### src/design/laser_pkg.sv
package laser_pkg;

    // one received byte or one host byte
    typedef logic [7:0] byte_t;

    // marker sequence, most significant byte is received first
    typedef logic [31:0] marker_t;

    // payload length and idle timeout counters
    typedef logic [11:0] count_t;

    // frame kind, also the index into marker_table
    typedef enum logic [2:0] {
        kind_start,
        kind_stop,
        kind_data,
        kind_error,
        kind_done
    } marker_kind_t;

    localparam int num_markers = 5;

    // all five first bytes are distinct
    // the detector picks the marker kind from the first byte alone
    localparam marker_t marker_table [num_markers] = '{
        32'hc1c2c3c4,
        32'h51525354,
        32'hd1d2d3d4,
        32'hb1b2b3b4,
        32'ha1a2a3a4
    };

endpackage

### src/design/marker_detector.sv
`timescale 1ns/1ps

module marker_detector
    import laser_pkg::*;
(
    input  logic         clock,
    input  logic         reset,
    input  logic         enable,
    input  logic         byte_valid,
    input  byte_t        byte_data,
    output logic         match,
    output marker_kind_t match_kind
);

    typedef enum logic [1:0] {
        idle,
        got1,
        got2,
        got3
    } state_t;

    state_t       state;
    state_t       state_next;
    marker_kind_t kind_q;
    marker_kind_t first_kind;
    logic         first_hit;
    byte_t        expect_byte;

    // look up the first byte in the table
    // at most one entry can hit
    always_comb begin
        first_hit = 1'b0;
        first_kind = kind_start;
        for (int i = 0; i < num_markers; i++) begin
            if (byte_data == marker_table[i][31:24]) begin
                first_hit = 1'b1;
                first_kind = marker_kind_t'(i);
            end
        end
    end

    // next byte expected for the kind picked in idle
    always_comb begin
        case (state)
            got1:    expect_byte = marker_table[kind_q][23:16];
            got2:    expect_byte = marker_table[kind_q][15:8];
            default: expect_byte = marker_table[kind_q][7:0];
        endcase
    end

    // a mismatching byte goes back to idle and is not retried
    always_comb begin
        state_next = state;
        if (!enable) begin
            state_next = idle;
        end else if (byte_valid) begin
            case (state)
                idle:    state_next = first_hit ? got1 : idle;
                got1:    state_next = (byte_data == expect_byte) ? got2 : idle;
                got2:    state_next = (byte_data == expect_byte) ? got3 : idle;
                default: state_next = idle;
            endcase
        end
    end

    always_ff @(posedge clock or posedge reset) begin
        if (reset) begin
            state <= idle;
            kind_q <= kind_start;
        end else begin
            state <= state_next;
            if (enable && byte_valid && state == idle && first_hit) begin
                kind_q <= first_kind;
            end
        end
    end

    // strobe in the same cycle as the fourth byte
    assign match = enable && byte_valid && (state == got3) && (byte_data == expect_byte);
    assign match_kind = kind_q;

endmodule

### src/design/frame_capture.sv
`timescale 1ns/1ps

module frame_capture
    import laser_pkg::*;
#(
    parameter int pkt_len        = 1024,
    parameter int timeout_cycles = 1024
) (
    input  logic         clock,
    input  logic         reset,
    input  logic         byte_valid,
    input  byte_t        byte_data,
    output logic         wr_en,
    output byte_t        wr_data,
    output logic         frame_end,
    output marker_kind_t frame_kind,
    output count_t       frame_len
);

    localparam count_t pkt_last = count_t'(pkt_len - 1);
    localparam count_t idle_last = count_t'(timeout_cycles - 1);

    typedef enum logic [1:0] {
        hunt,
        load_marker,
        payload
    } state_t;

    state_t       state;
    logic         det_enable;
    logic         match;
    marker_kind_t match_kind;
    marker_kind_t kind_q;
    marker_kind_t sel_kind;
    logic [1:0]   sel_idx;
    logic [1:0]   mark_idx;
    byte_t        mark_byte;
    count_t       pay_cnt;
    count_t       idle_cnt;
    logic         last_q;

    // no hunting while a frame is open
    assign det_enable = (state == hunt);

    marker_detector u_detector (
        .clock      (clock),
        .reset      (reset),
        .enable     (det_enable),
        .byte_valid (byte_valid),
        .byte_data  (byte_data),
        .match      (match),
        .match_kind (match_kind)
    );

    // marker byte 0 goes out on the match itself, later ones from kind_q
    assign sel_kind = (state == hunt) ? match_kind : kind_q;
    assign sel_idx = (state == hunt) ? 2'd0 : mark_idx;
    assign mark_byte = byte_t'(marker_table[sel_kind] >> {~sel_idx, 3'b000});

    always_ff @(posedge clock) begin
        wr_data <= (state == payload) ? byte_data : mark_byte;
    end

    always_ff @(posedge clock or posedge reset) begin
        if (reset) begin
            state <= hunt;
            kind_q <= kind_start;
            mark_idx <= '0;
            pay_cnt <= '0;
            idle_cnt <= '0;
            last_q <= 1'b0;
            wr_en <= 1'b0;
            frame_end <= 1'b0;
            frame_kind <= kind_start;
            frame_len <= '0;
        end else begin
            wr_en <= 1'b0;
            frame_end <= 1'b0;
            case (state)
                hunt: begin
                    if (match) begin
                        wr_en <= 1'b1;
                        kind_q <= match_kind;
                        mark_idx <= 2'd1;
                        pay_cnt <= '0;
                        idle_cnt <= '0;
                        state <= load_marker;
                    end
                end
                load_marker: begin
                    wr_en <= 1'b1;
                    mark_idx <= mark_idx + 2'd1;
                    if (mark_idx == 2'd3) begin
                        state <= payload;
                    end
                end
                default: begin
                    if (last_q) begin
                        // full length, report after the last write
                        last_q <= 1'b0;
                        frame_end <= 1'b1;
                        frame_kind <= kind_q;
                        frame_len <= pay_cnt;
                        state <= hunt;
                    end else if (byte_valid) begin
                        wr_en <= 1'b1;
                        pay_cnt <= pay_cnt + 12'd1;
                        idle_cnt <= '0;
                        if (pay_cnt == pkt_last) begin
                            last_q <= 1'b1;
                        end
                    end else if (idle_cnt == idle_last) begin
                        // frame_end lines up with idle_cnt hitting the limit
                        idle_cnt <= idle_cnt + 12'd1;
                        frame_end <= 1'b1;
                        frame_kind <= kind_q;
                        frame_len <= pay_cnt;
                        state <= hunt;
                    end else begin
                        idle_cnt <= idle_cnt + 12'd1;
                    end
                end
            endcase
        end
    end

    // the marker load needs four quiet cycles after a match
    a_byte_gap: assert property (@(posedge clock) disable iff (reset)
        byte_valid |=> !byte_valid [*4]);

    a_no_write_in_hunt: assert property (@(posedge clock) disable iff (reset)
        !(wr_en && state == hunt));

endmodule

### src/design/byte_fifo.sv
`timescale 1ns/1ps

module byte_fifo
    import laser_pkg::*;
#(
    parameter int fifo_depth = 64
) (
    input  logic  clock,
    input  logic  reset,
    input  logic  wr_en,
    input  byte_t wr_data,
    input  logic  rd_en,
    output byte_t rd_data,
    output logic  empty,
    output logic  overflow
);

    localparam int addr_w = $clog2(fifo_depth);

    byte_t             mem [fifo_depth];
    logic [addr_w-1:0] wr_ptr;
    logic [addr_w-1:0] rd_ptr;
    logic [addr_w:0]   count;
    logic              full;
    logic              do_wr;
    logic              do_rd;

    assign full = (count == (addr_w + 1)'(fifo_depth));
    assign empty = (count == '0);

    // no back-pressure upstream, so a write while full is lost
    assign do_wr = wr_en && !full;
    assign do_rd = rd_en && !empty;

    always_ff @(posedge clock) begin
        if (do_wr) begin
            mem[wr_ptr] <= wr_data;
        end
    end

    // read data lands one cycle after rd_en
    always_ff @(posedge clock) begin
        if (do_rd) begin
            rd_data <= mem[rd_ptr];
        end
    end

    always_ff @(posedge clock or posedge reset) begin
        if (reset) begin
            wr_ptr <= '0;
            rd_ptr <= '0;
            count <= '0;
            overflow <= 1'b0;
        end else begin
            if (do_wr) begin
                wr_ptr <= wr_ptr + 1'b1;
            end
            if (do_rd) begin
                rd_ptr <= rd_ptr + 1'b1;
            end
            case ({do_wr, do_rd})
                2'b10:   count <= count + 1'b1;
                2'b01:   count <= count - 1'b1;
                default: count <= count;
            endcase
            if (wr_en && full) begin
                overflow <= 1'b1;
            end
        end
    end

    a_no_read_empty: assert property (@(posedge clock) disable iff (reset)
        rd_en |-> !empty);

endmodule

### src/design/host_writer.sv
`timescale 1ns/1ps

module host_writer
    import laser_pkg::*;
(
    input  logic  clock,
    input  logic  reset,
    input  logic  empty,
    input  byte_t rd_data,
    input  logic  host_ready,
    output logic  rd_en,
    output logic  host_wr,
    output byte_t host_data
);

    typedef enum logic [1:0] {
        idle,
        fetch,
        drive,
        recover
    } state_t;

    state_t state;

    // pop straight from idle when the host can take a byte
    assign rd_en = (state == idle) && !empty && host_ready;

    always_ff @(posedge clock or posedge reset) begin
        if (reset) begin
            state <= idle;
            host_wr <= 1'b0;
        end else begin
            host_wr <= (state == fetch);
            case (state)
                idle:    state <= rd_en ? fetch : idle;
                fetch:   state <= drive;
                drive:   state <= recover;
                default: state <= idle;
            endcase
        end
    end

    // buffer data is valid in fetch, held through the strobe
    always_ff @(posedge clock) begin
        if (state == fetch) begin
            host_data <= rd_data;
        end
    end

    a_single_strobe: assert property (@(posedge clock) disable iff (reset)
        host_wr |=> !host_wr);

endmodule

### src/design/laser_rx_top.sv
`timescale 1ns/1ps

module laser_rx_top
    import laser_pkg::*;
#(
    parameter int pkt_len        = 1024,
    parameter int timeout_cycles = 1024,
    parameter int fifo_depth     = 64
) (
    input  logic         clock,
    input  logic         reset,
    input  logic         byte_valid,
    input  byte_t        byte_data,
    input  logic         host_ready,
    output logic         host_wr,
    output byte_t        host_data,
    output logic         frame_end,
    output marker_kind_t frame_kind,
    output count_t       frame_len,
    output logic         overflow
);

    logic  wr_en;
    byte_t wr_data;
    logic  rd_en;
    byte_t rd_data;
    logic  empty;

    // producer side
    frame_capture #(
        .pkt_len        (pkt_len),
        .timeout_cycles (timeout_cycles)
    ) u_capture (
        .clock      (clock),
        .reset      (reset),
        .byte_valid (byte_valid),
        .byte_data  (byte_data),
        .wr_en      (wr_en),
        .wr_data    (wr_data),
        .frame_end  (frame_end),
        .frame_kind (frame_kind),
        .frame_len  (frame_len)
    );

    byte_fifo #(
        .fifo_depth (fifo_depth)
    ) u_fifo (
        .clock    (clock),
        .reset    (reset),
        .wr_en    (wr_en),
        .wr_data  (wr_data),
        .rd_en    (rd_en),
        .rd_data  (rd_data),
        .empty    (empty),
        .overflow (overflow)
    );

    // consumer side toward the host bus
    host_writer u_writer (
        .clock      (clock),
        .reset      (reset),
        .empty      (empty),
        .rd_data    (rd_data),
        .host_ready (host_ready),
        .rd_en      (rd_en),
        .host_wr    (host_wr),
        .host_data  (host_data)
    );

endmodule

### config.mk
export PLATFORM = sky130hd
export DESIGN_NAME = laser_rx_top
export DESIGN_NICKNAME = d
export VERILOG_FILES = /design/src/design/laser_pkg.sv /design/src/design/marker_detector.sv /design/src/design/frame_capture.sv /design/src/design/byte_fifo.sv /design/src/design/host_writer.sv /design/src/design/laser_rx_top.sv
export SDC_FILE = /design/constraint.sdc
export NUM_CORES = 1
export LEC_CHECK = 0
export BUFFER_PORTS_ARGS = -buffer_cell sky130_fd_sc_hd__buf_2
export CAP_MARGIN = 20
export CORE_MARGIN = 8
export CORE_UTILIZATION = 55
export CTS_BUF_LIST = sky130_fd_sc_hd__clkbuf_16
export DETAILED_ROUTE_END_ITERATION = 16
export PLACE_DENSITY_LB_ADDON = 0.12
export SETUP_SLACK_MARGIN = 0.1
export SYNTH_ARGS = -nofsm -noshare
export SYNTH_HDL_FRONTEND = slang
export SYNTH_SLANG_ARGS = --single-unit
### constraint.sdc
create_clock -name clock -period 2.5 [get_ports clock]
set_input_delay 0.375 -clock clock [delete_from_list [all_inputs] [get_ports clock]]
set_output_delay 0.375 -clock clock [all_outputs]
set_load 0.05 [all_outputs]
Yosys cells after proc, flatten, opt, wreduce, memory -nomap -nowiden
Memory sizes are Yosys's and may differ from the RTL's. A register that Yosys moved wholly into a read port is not among the register bits.
Index checks and enable logic that the tools add are counted.

operators by class
  add/sub/neg operators = 7
  order comparisons = 2
  equal/unequal tests = 25
  shift operators = 1
  multiplexer cells = 59
  bitwise logic cells = 5
  reduce and logical (&&, ||, !) cells = 28

operators with widths
  operator                 number
  $mux W12                 8
  $mux W32                 2
  $mux W24                 2
  $pmux W12 S2             2
  $eq A8 B8 Y1 const B     4
  $shr A32 B5 Y8           1
  $add A12 B1 Y12 const B  2
  $eq A12 B10 Y1 const B   2
  $mux W3                  7
  $mux W1                  20
  $mux W2                  10
  $pmux W8 S2              1
  $pmux W7 S2              1
  $add A6 B1 Y6 const B    2
  $eq A2 B2 Y1 const B     6
  $pmux W2 S3              2
  $logic_and A1 B1 Y1      10
  $eq A2 B1 Y1 const B     4
  $eq A8 B7 Y1 const B     1
  $eq A8 B8 Y1             1
  $ge A4 B4 Y1 const B     2
  $mux W8                  1
  $not A3 Y4               2
  $pmux W2 S2              2
  other kinds (19)         32

word-level totals
  bits in registers = 93
  memory bits (writable) = 512
  ROM bits = 512
  bits of input ports = 12
  logic and storage cells = 150
  memories = 3

memories
  memory            words  width  read ports  clocked after memory_dff  wr ports  RTL line               text
  u_fifo.mem        64     8      1           1                         1         byte_fifo.sv:20        byte_t mem [fifo_depth];
  (name not given)  8      32     1           0                         0         frame_capture.sv:58    assign mark_byte = byte_t'(marker_table[sel_kind] >> {~sel_idx, 3'b000});
  (name not given)  8      32     1           0                         0         marker_detector.sv:47  default: expect_byte = marker_table[kind_q][7:0];

Longest topological paths before layout
  word-level depth = 10
  depth in mapped cells = 12
  depth with buffers taken out = 11

Hierarchy
A second synthesis with hierarchy kept.

second synthesis, totals
  cell total of the unflattened synthesis = 1349
  area total of the unflattened synthesis = 24751.2 um2

modules (own cells, without submodules)
  module           times used  cells each  area each (um2)  sequential area each (um2)
  byte_fifo        1           1025        21165.3          16115.5
  frame_capture    1           252         2713.9           1386.3
  marker_detector  1           52          494.2            125.1
  host_writer      1           20          377.9            315.3

Worst setup path before layout
OpenSTA, ideal clock, no wires.

  kind = register to register
  from = register u_writer.state[1]
  to = register u_fifo.count[6]
  setup time = 0.124 ns
  data arrival time = 2.588 ns
  setup slack = -0.212 ns
  cell stages (with the launch flop) = 13
  path buffers = 1
  clock period less this slack = 2.712 ns
  cells stage by stage = dfrtp_1 inv_1 ha_1 o211a_1 clkbuf_1 ha_1 inv_1 fa_1 nor2b_1 o21a_1 o21a_1 o211ai_1 xnor2_1

on the way
  longest elaborated chain between the ends = 6

ends and longest elaborated chain
  element                                                   RTL line           text
  start: declaration                                        host_writer.sv:23  state_t state;
  start signal: assignment                                  host_writer.sv:30  state <= idle;
  start signal: assignment                                  host_writer.sv:35  idle: state <= rd_en ? fetch : idle;
  start signal: assignment                                  host_writer.sv:36  fetch: state <= drive;
  $logic_not A2 Y1 *                                        host_writer.sv:26  assign rd_en = (state == idle) && !empty && host_ready;
  $logic_and A1 B1 Y1 * (2 in a row)                        host_writer.sv:26
  $logic_and A1 B1 Y1 *                                     byte_fifo.sv:33    assign do_rd = rd_en && !empty;
  via u_fifo.do_rd                                          byte_fifo.sv:26    logic do_rd;
  $eq A2 B1 Y1 / $eq A2 B2 Y1 (equally long branches)       byte_fifo.sv:61    case ({do_wr, do_rd})
  $pmux W7 S2 / $reduce_bool A2 Y1 (equally long branches)  -
  end signal: assignment                                    byte_fifo.sv:62    2'b10: count <= count + 1'b1;
  end signal: assignment                                    byte_fifo.sv:63    2'b01: count <= count - 1'b1;
  end signal: assignment                                    byte_fifo.sv:64    default: count <= count;
  end: declaration                                          byte_fifo.sv:23    logic [addr_w:0] count;

The timed path passes the listed nets; every way through them passes the cells marked *.
A chain may end at the register's enable or synchronous reset.

==> metrics.cfg <==
[clocking]
h-tree-depth = 2
clockRootBuffer = clkbuf_16
cts_tree = yes
clk_latency_ps = 620
cts.sinks = 613
numCtsBuffers = 61
cts_buffer_depth = 3
clk_pin_slew_ps = 60

[floorplan]
die_area_mm2 = 0.0522
fp.dieW_um = 228
core-area_mm2 = 0.0450
ios = 38
die_h_um = 228
start_util_pct = 55.2
core.rowCount = 78

[finish]
antenna_cells = 0
drive_above_1_share_pct = 30.5
area_growth_pct = 18.7
fillers = 3045
regArea_mm2 = 0.0180
stdcell_area_mm2 = 0.0295
multi_input_area_mm2 = 0.00664
nets = 1667

[global_routing]
met3_usage_pct = 4.67
grt_antenna_before_repair = 0
grt-ovfl-total = 0
grt_usage_pct = 22.0
grt_use_met2_pct = 34.7
busiest_layer = met2
grt_pass1_wl_um = 86800
grt_util_met1_pct = 30.1
grt_pass1_vias = 13900
grt_max_degree = 65

[timing]
skew_ps = 21.4
finalSetupViolations = 0
fmax_ghz = 0.411
slew_headroom_pct = 36.5
tightest_slew_ps = 952
min_period_ps = 2430
fin_crit_sh_pct = 97.4
rsz0062_at_grt = true
final-hold-violation-count = 0
maxSlewViolCount = 0
finalSetupTns_ps = 0

[detailed_routing]
dr.pass1.iters = 5
viasPerCell = 6.03
wirelength_um = 58100
vias = 13800
post_drt_wl_per_cell_um = 25.4
ant_nets = 0
drc_errors = 0
drt-initial-drc-count = 1253

[synth]
postSynthCellCount = 1414
ys_ff_latch = 613
synth_flop_cell = edfxtp_1
syn_nets = 1446
synth_warnings = 0
synth-seq-area-share_pct = 72.3
syn_area_per_cell_um2 = 17.6
synth_async_sr_flop_share_pct = 12.6
synth_edf_count = 528
synth_area_mm2 = 0.0248
yosysUniqueCellTypes = 73

[critical_path]
path_max_fanout = 15
end_kind = flop
cp.arrival_ps = 2800
path_class = reg2reg
r2r_cells = 6
cp_data_required_time_ps = 2870
critPathLaunchType = flop

[power]
p_seq_share_pct = 42.5
cellInternalPower_mw = 19.7
comb_power_share_pct = 23.6
switching_share_pct = 27.3
power.leakage_nw = 10.5
power.switching_mw = 7.40
cellPowerDensity_mw_per_mm2 = 920
vdd_drop_max_mv = 0.624
pwr-share-clk_pct = 33.9

[worst_hold_path]
whs_path_depth = 3
hp-class = in2reg

[run]
max-cap-violations = 0

[placement]
dp_hpwl_um = 37300
gp_congestion = 0.846
port_buffers = 37
placed_area_mm2 = 0.0267

[status]
status = finished clean

[kinds of logic after synthesis]
group / after synthesis / synth area share [%]
compound gates: 168 / 4.74
xor+xnor: 17 / 0.600
fa+ha+maj: 20 / 1.04
buf+inv: 96 / 2.04
flops: 613 / 72.3
mux: 196 / 13.4
simple gates: 304 / 5.86
[placed cells by master (no fill, tap or decap), drive strengths merged, types with 7 or more instances in the layout]
cell,instances
mux2i,63
mux4,107
o22ai,22
mux2,26
bufinv,9
nand3,24
a22o,8
dfrtp,77
a2111oi,9
a31oi,12
nand3b,8
nand2,80
nand2b,11
a22oi,15
xor2,7
edfxtp,528
nor2b,11
nor2,102
o21ai,30
xnor2,10
buf,229
clkbuf,61
ha,19
clkinv,28
o221ai,9
and2,7
a21oi,18
inv,33
nor3,20
dfxtp,8
nand4,7
[critical path: stages, from the launching register on]
cell      delay (ps)
dfrtp_4          560
buf_16           220
mux4_2           520
a22o_1           270
a211oi_2         280
o31ai_2          140
and3_1           190
[routing by layer]
layer	vias to the layer above	wire length, um
li1	6064	-
met2	544	27700
met3	108	4330
met5	-	0
met1	7067	24100
met4	0	1930
[worst paths after layout]
path	to	slack, ps	startpoint
max reg2reg	u_fifo.rd_data[2]$_DFFE_PP_	70	u_fifo.rd_ptr[0]$_DFFE_PP0P_
min	u_capture.wr_data[0]$_DFF_P_	70	byte_data[0]
max in group asynchronous	u_capture.u_detector.match_kind[0]$_DFFE_PP0P_	1460	reset
min reg2reg	u_writer.host_data[7]$_DFFE_PP_	420	u_fifo.rd_data[7]$_DFFE_PP_
min in group asynchronous	u_fifo.count[5]$_DFFE_PP0P_	400	reset
max	u_fifo.rd_data[2]$_DFFE_PP_	70	u_fifo.rd_ptr[0]$_DFFE_PP0P_
[registers in the layout, summed over array words and instances (netlist names), 3 cells and up]
name and cells:
u_capture.kind_q 3, u_capture.u_detector.match_kind 3, u_capture.idle_cnt 12, u_capture.wr_data 8, u_capture.frame_kind 3, u_fifo.rd_ptr 6
u_fifo.wr_ptr 6, u_capture.frame_len 12, u_fifo.rd_data 8, u_fifo.mem 512, u_capture.pay_cnt 12, u_writer.host_data 8
u_fifo.count 7
[through the flow]
| step | cells | setup WS [ps] | utilization [%] | hold slack [ps] | power, mW |
|---|---|---|---|---|---|
| after floorplan | 1414 | 124 | - | 400 | 15.2 |
| after global placement | 2135 | -465 | 59.4 | 405 | 17.0 |
| after detailed placement | 2136 | -386 | 59.4 | 410 | 17.0 |
| after CTS | 2264 | 77.7 | 64.7 | 38.9 | 26.8 |
| after global routing | 2284 | 16.1 | 65.5 | 85.4 | 28.0 |
| final | 2284 | 65.8 | 65.5 | 70.3 | 27.1 |
[layout make-up]
cell class | instances | area share, %
Sequential cell | 613 | 61.0
Multi-Input combinational cell | 705 | 22.5
Timing Repair Buffer | 233 | 6.85
Clock buffer | 61 | 5.18
Tap cell | 600 | 2.55
Clock inverter | 51 | 1.64
Inverter | 21 | 0.272
[synthesized netlist by cell type (all sizes together), types with 4 or more instances]
master	count	area share [%]
o221ai	9	0.32
a22o	8	0.28
o31ai	6	0.18
o211ai	5	0.15
nand3b	8	0.26
nor2	102	1.5
nand2	80	1.2
and2	7	0.18
nor2b	11	0.28
clkbuf	35	0.53
or2	6	0.15
nor3	20	0.42
xnor2	10	0.35
dfxtp	8	0.65
ha	19	0.96
a31oi	12	0.30
mux2i	63	2.5
a211oi	4	0.12
mux2	26	1.2
nand3	24	0.48
mux4	107	9.7
o22ai	22	0.55
nand4	7	0.18
and3	6	0.15
a2111oi	9	0.35
a21oi	18	0.36
a211o	4	0.14
a21o	5	0.15
xor2	7	0.25
nand2b	11	0.28
inv	20	0.30
o21ai	30	0.61
edfxtp	528	64
dfrtp	77	7.8
nor4	6	0.21
buf	40	1.2
a22oi	15	0.47
[power groups by stage]
stage               Sequential (mW)  Clock [mW]  Combinational, mW
floorplan                      11.7           0               3.54
global placement               11.7           0               5.31
detailed placement             11.7           0               5.35
CTS                            11.5        9.32               5.92
global route                   11.6        9.67               6.76
finish                         11.5        9.18               6.39
[what timing repair did]
action | in CTS | in global routing
cloned | 3 | 0
hold buffers | 4 | 0
setup endpoints to repair | 8 | 91
buffers inserted | 9 | 20
hold endpoints to repair | 38 | 0
resized for setup | 33 | 29
pin swaps | 4 | 11
Power figures use the tool's default switching activity.
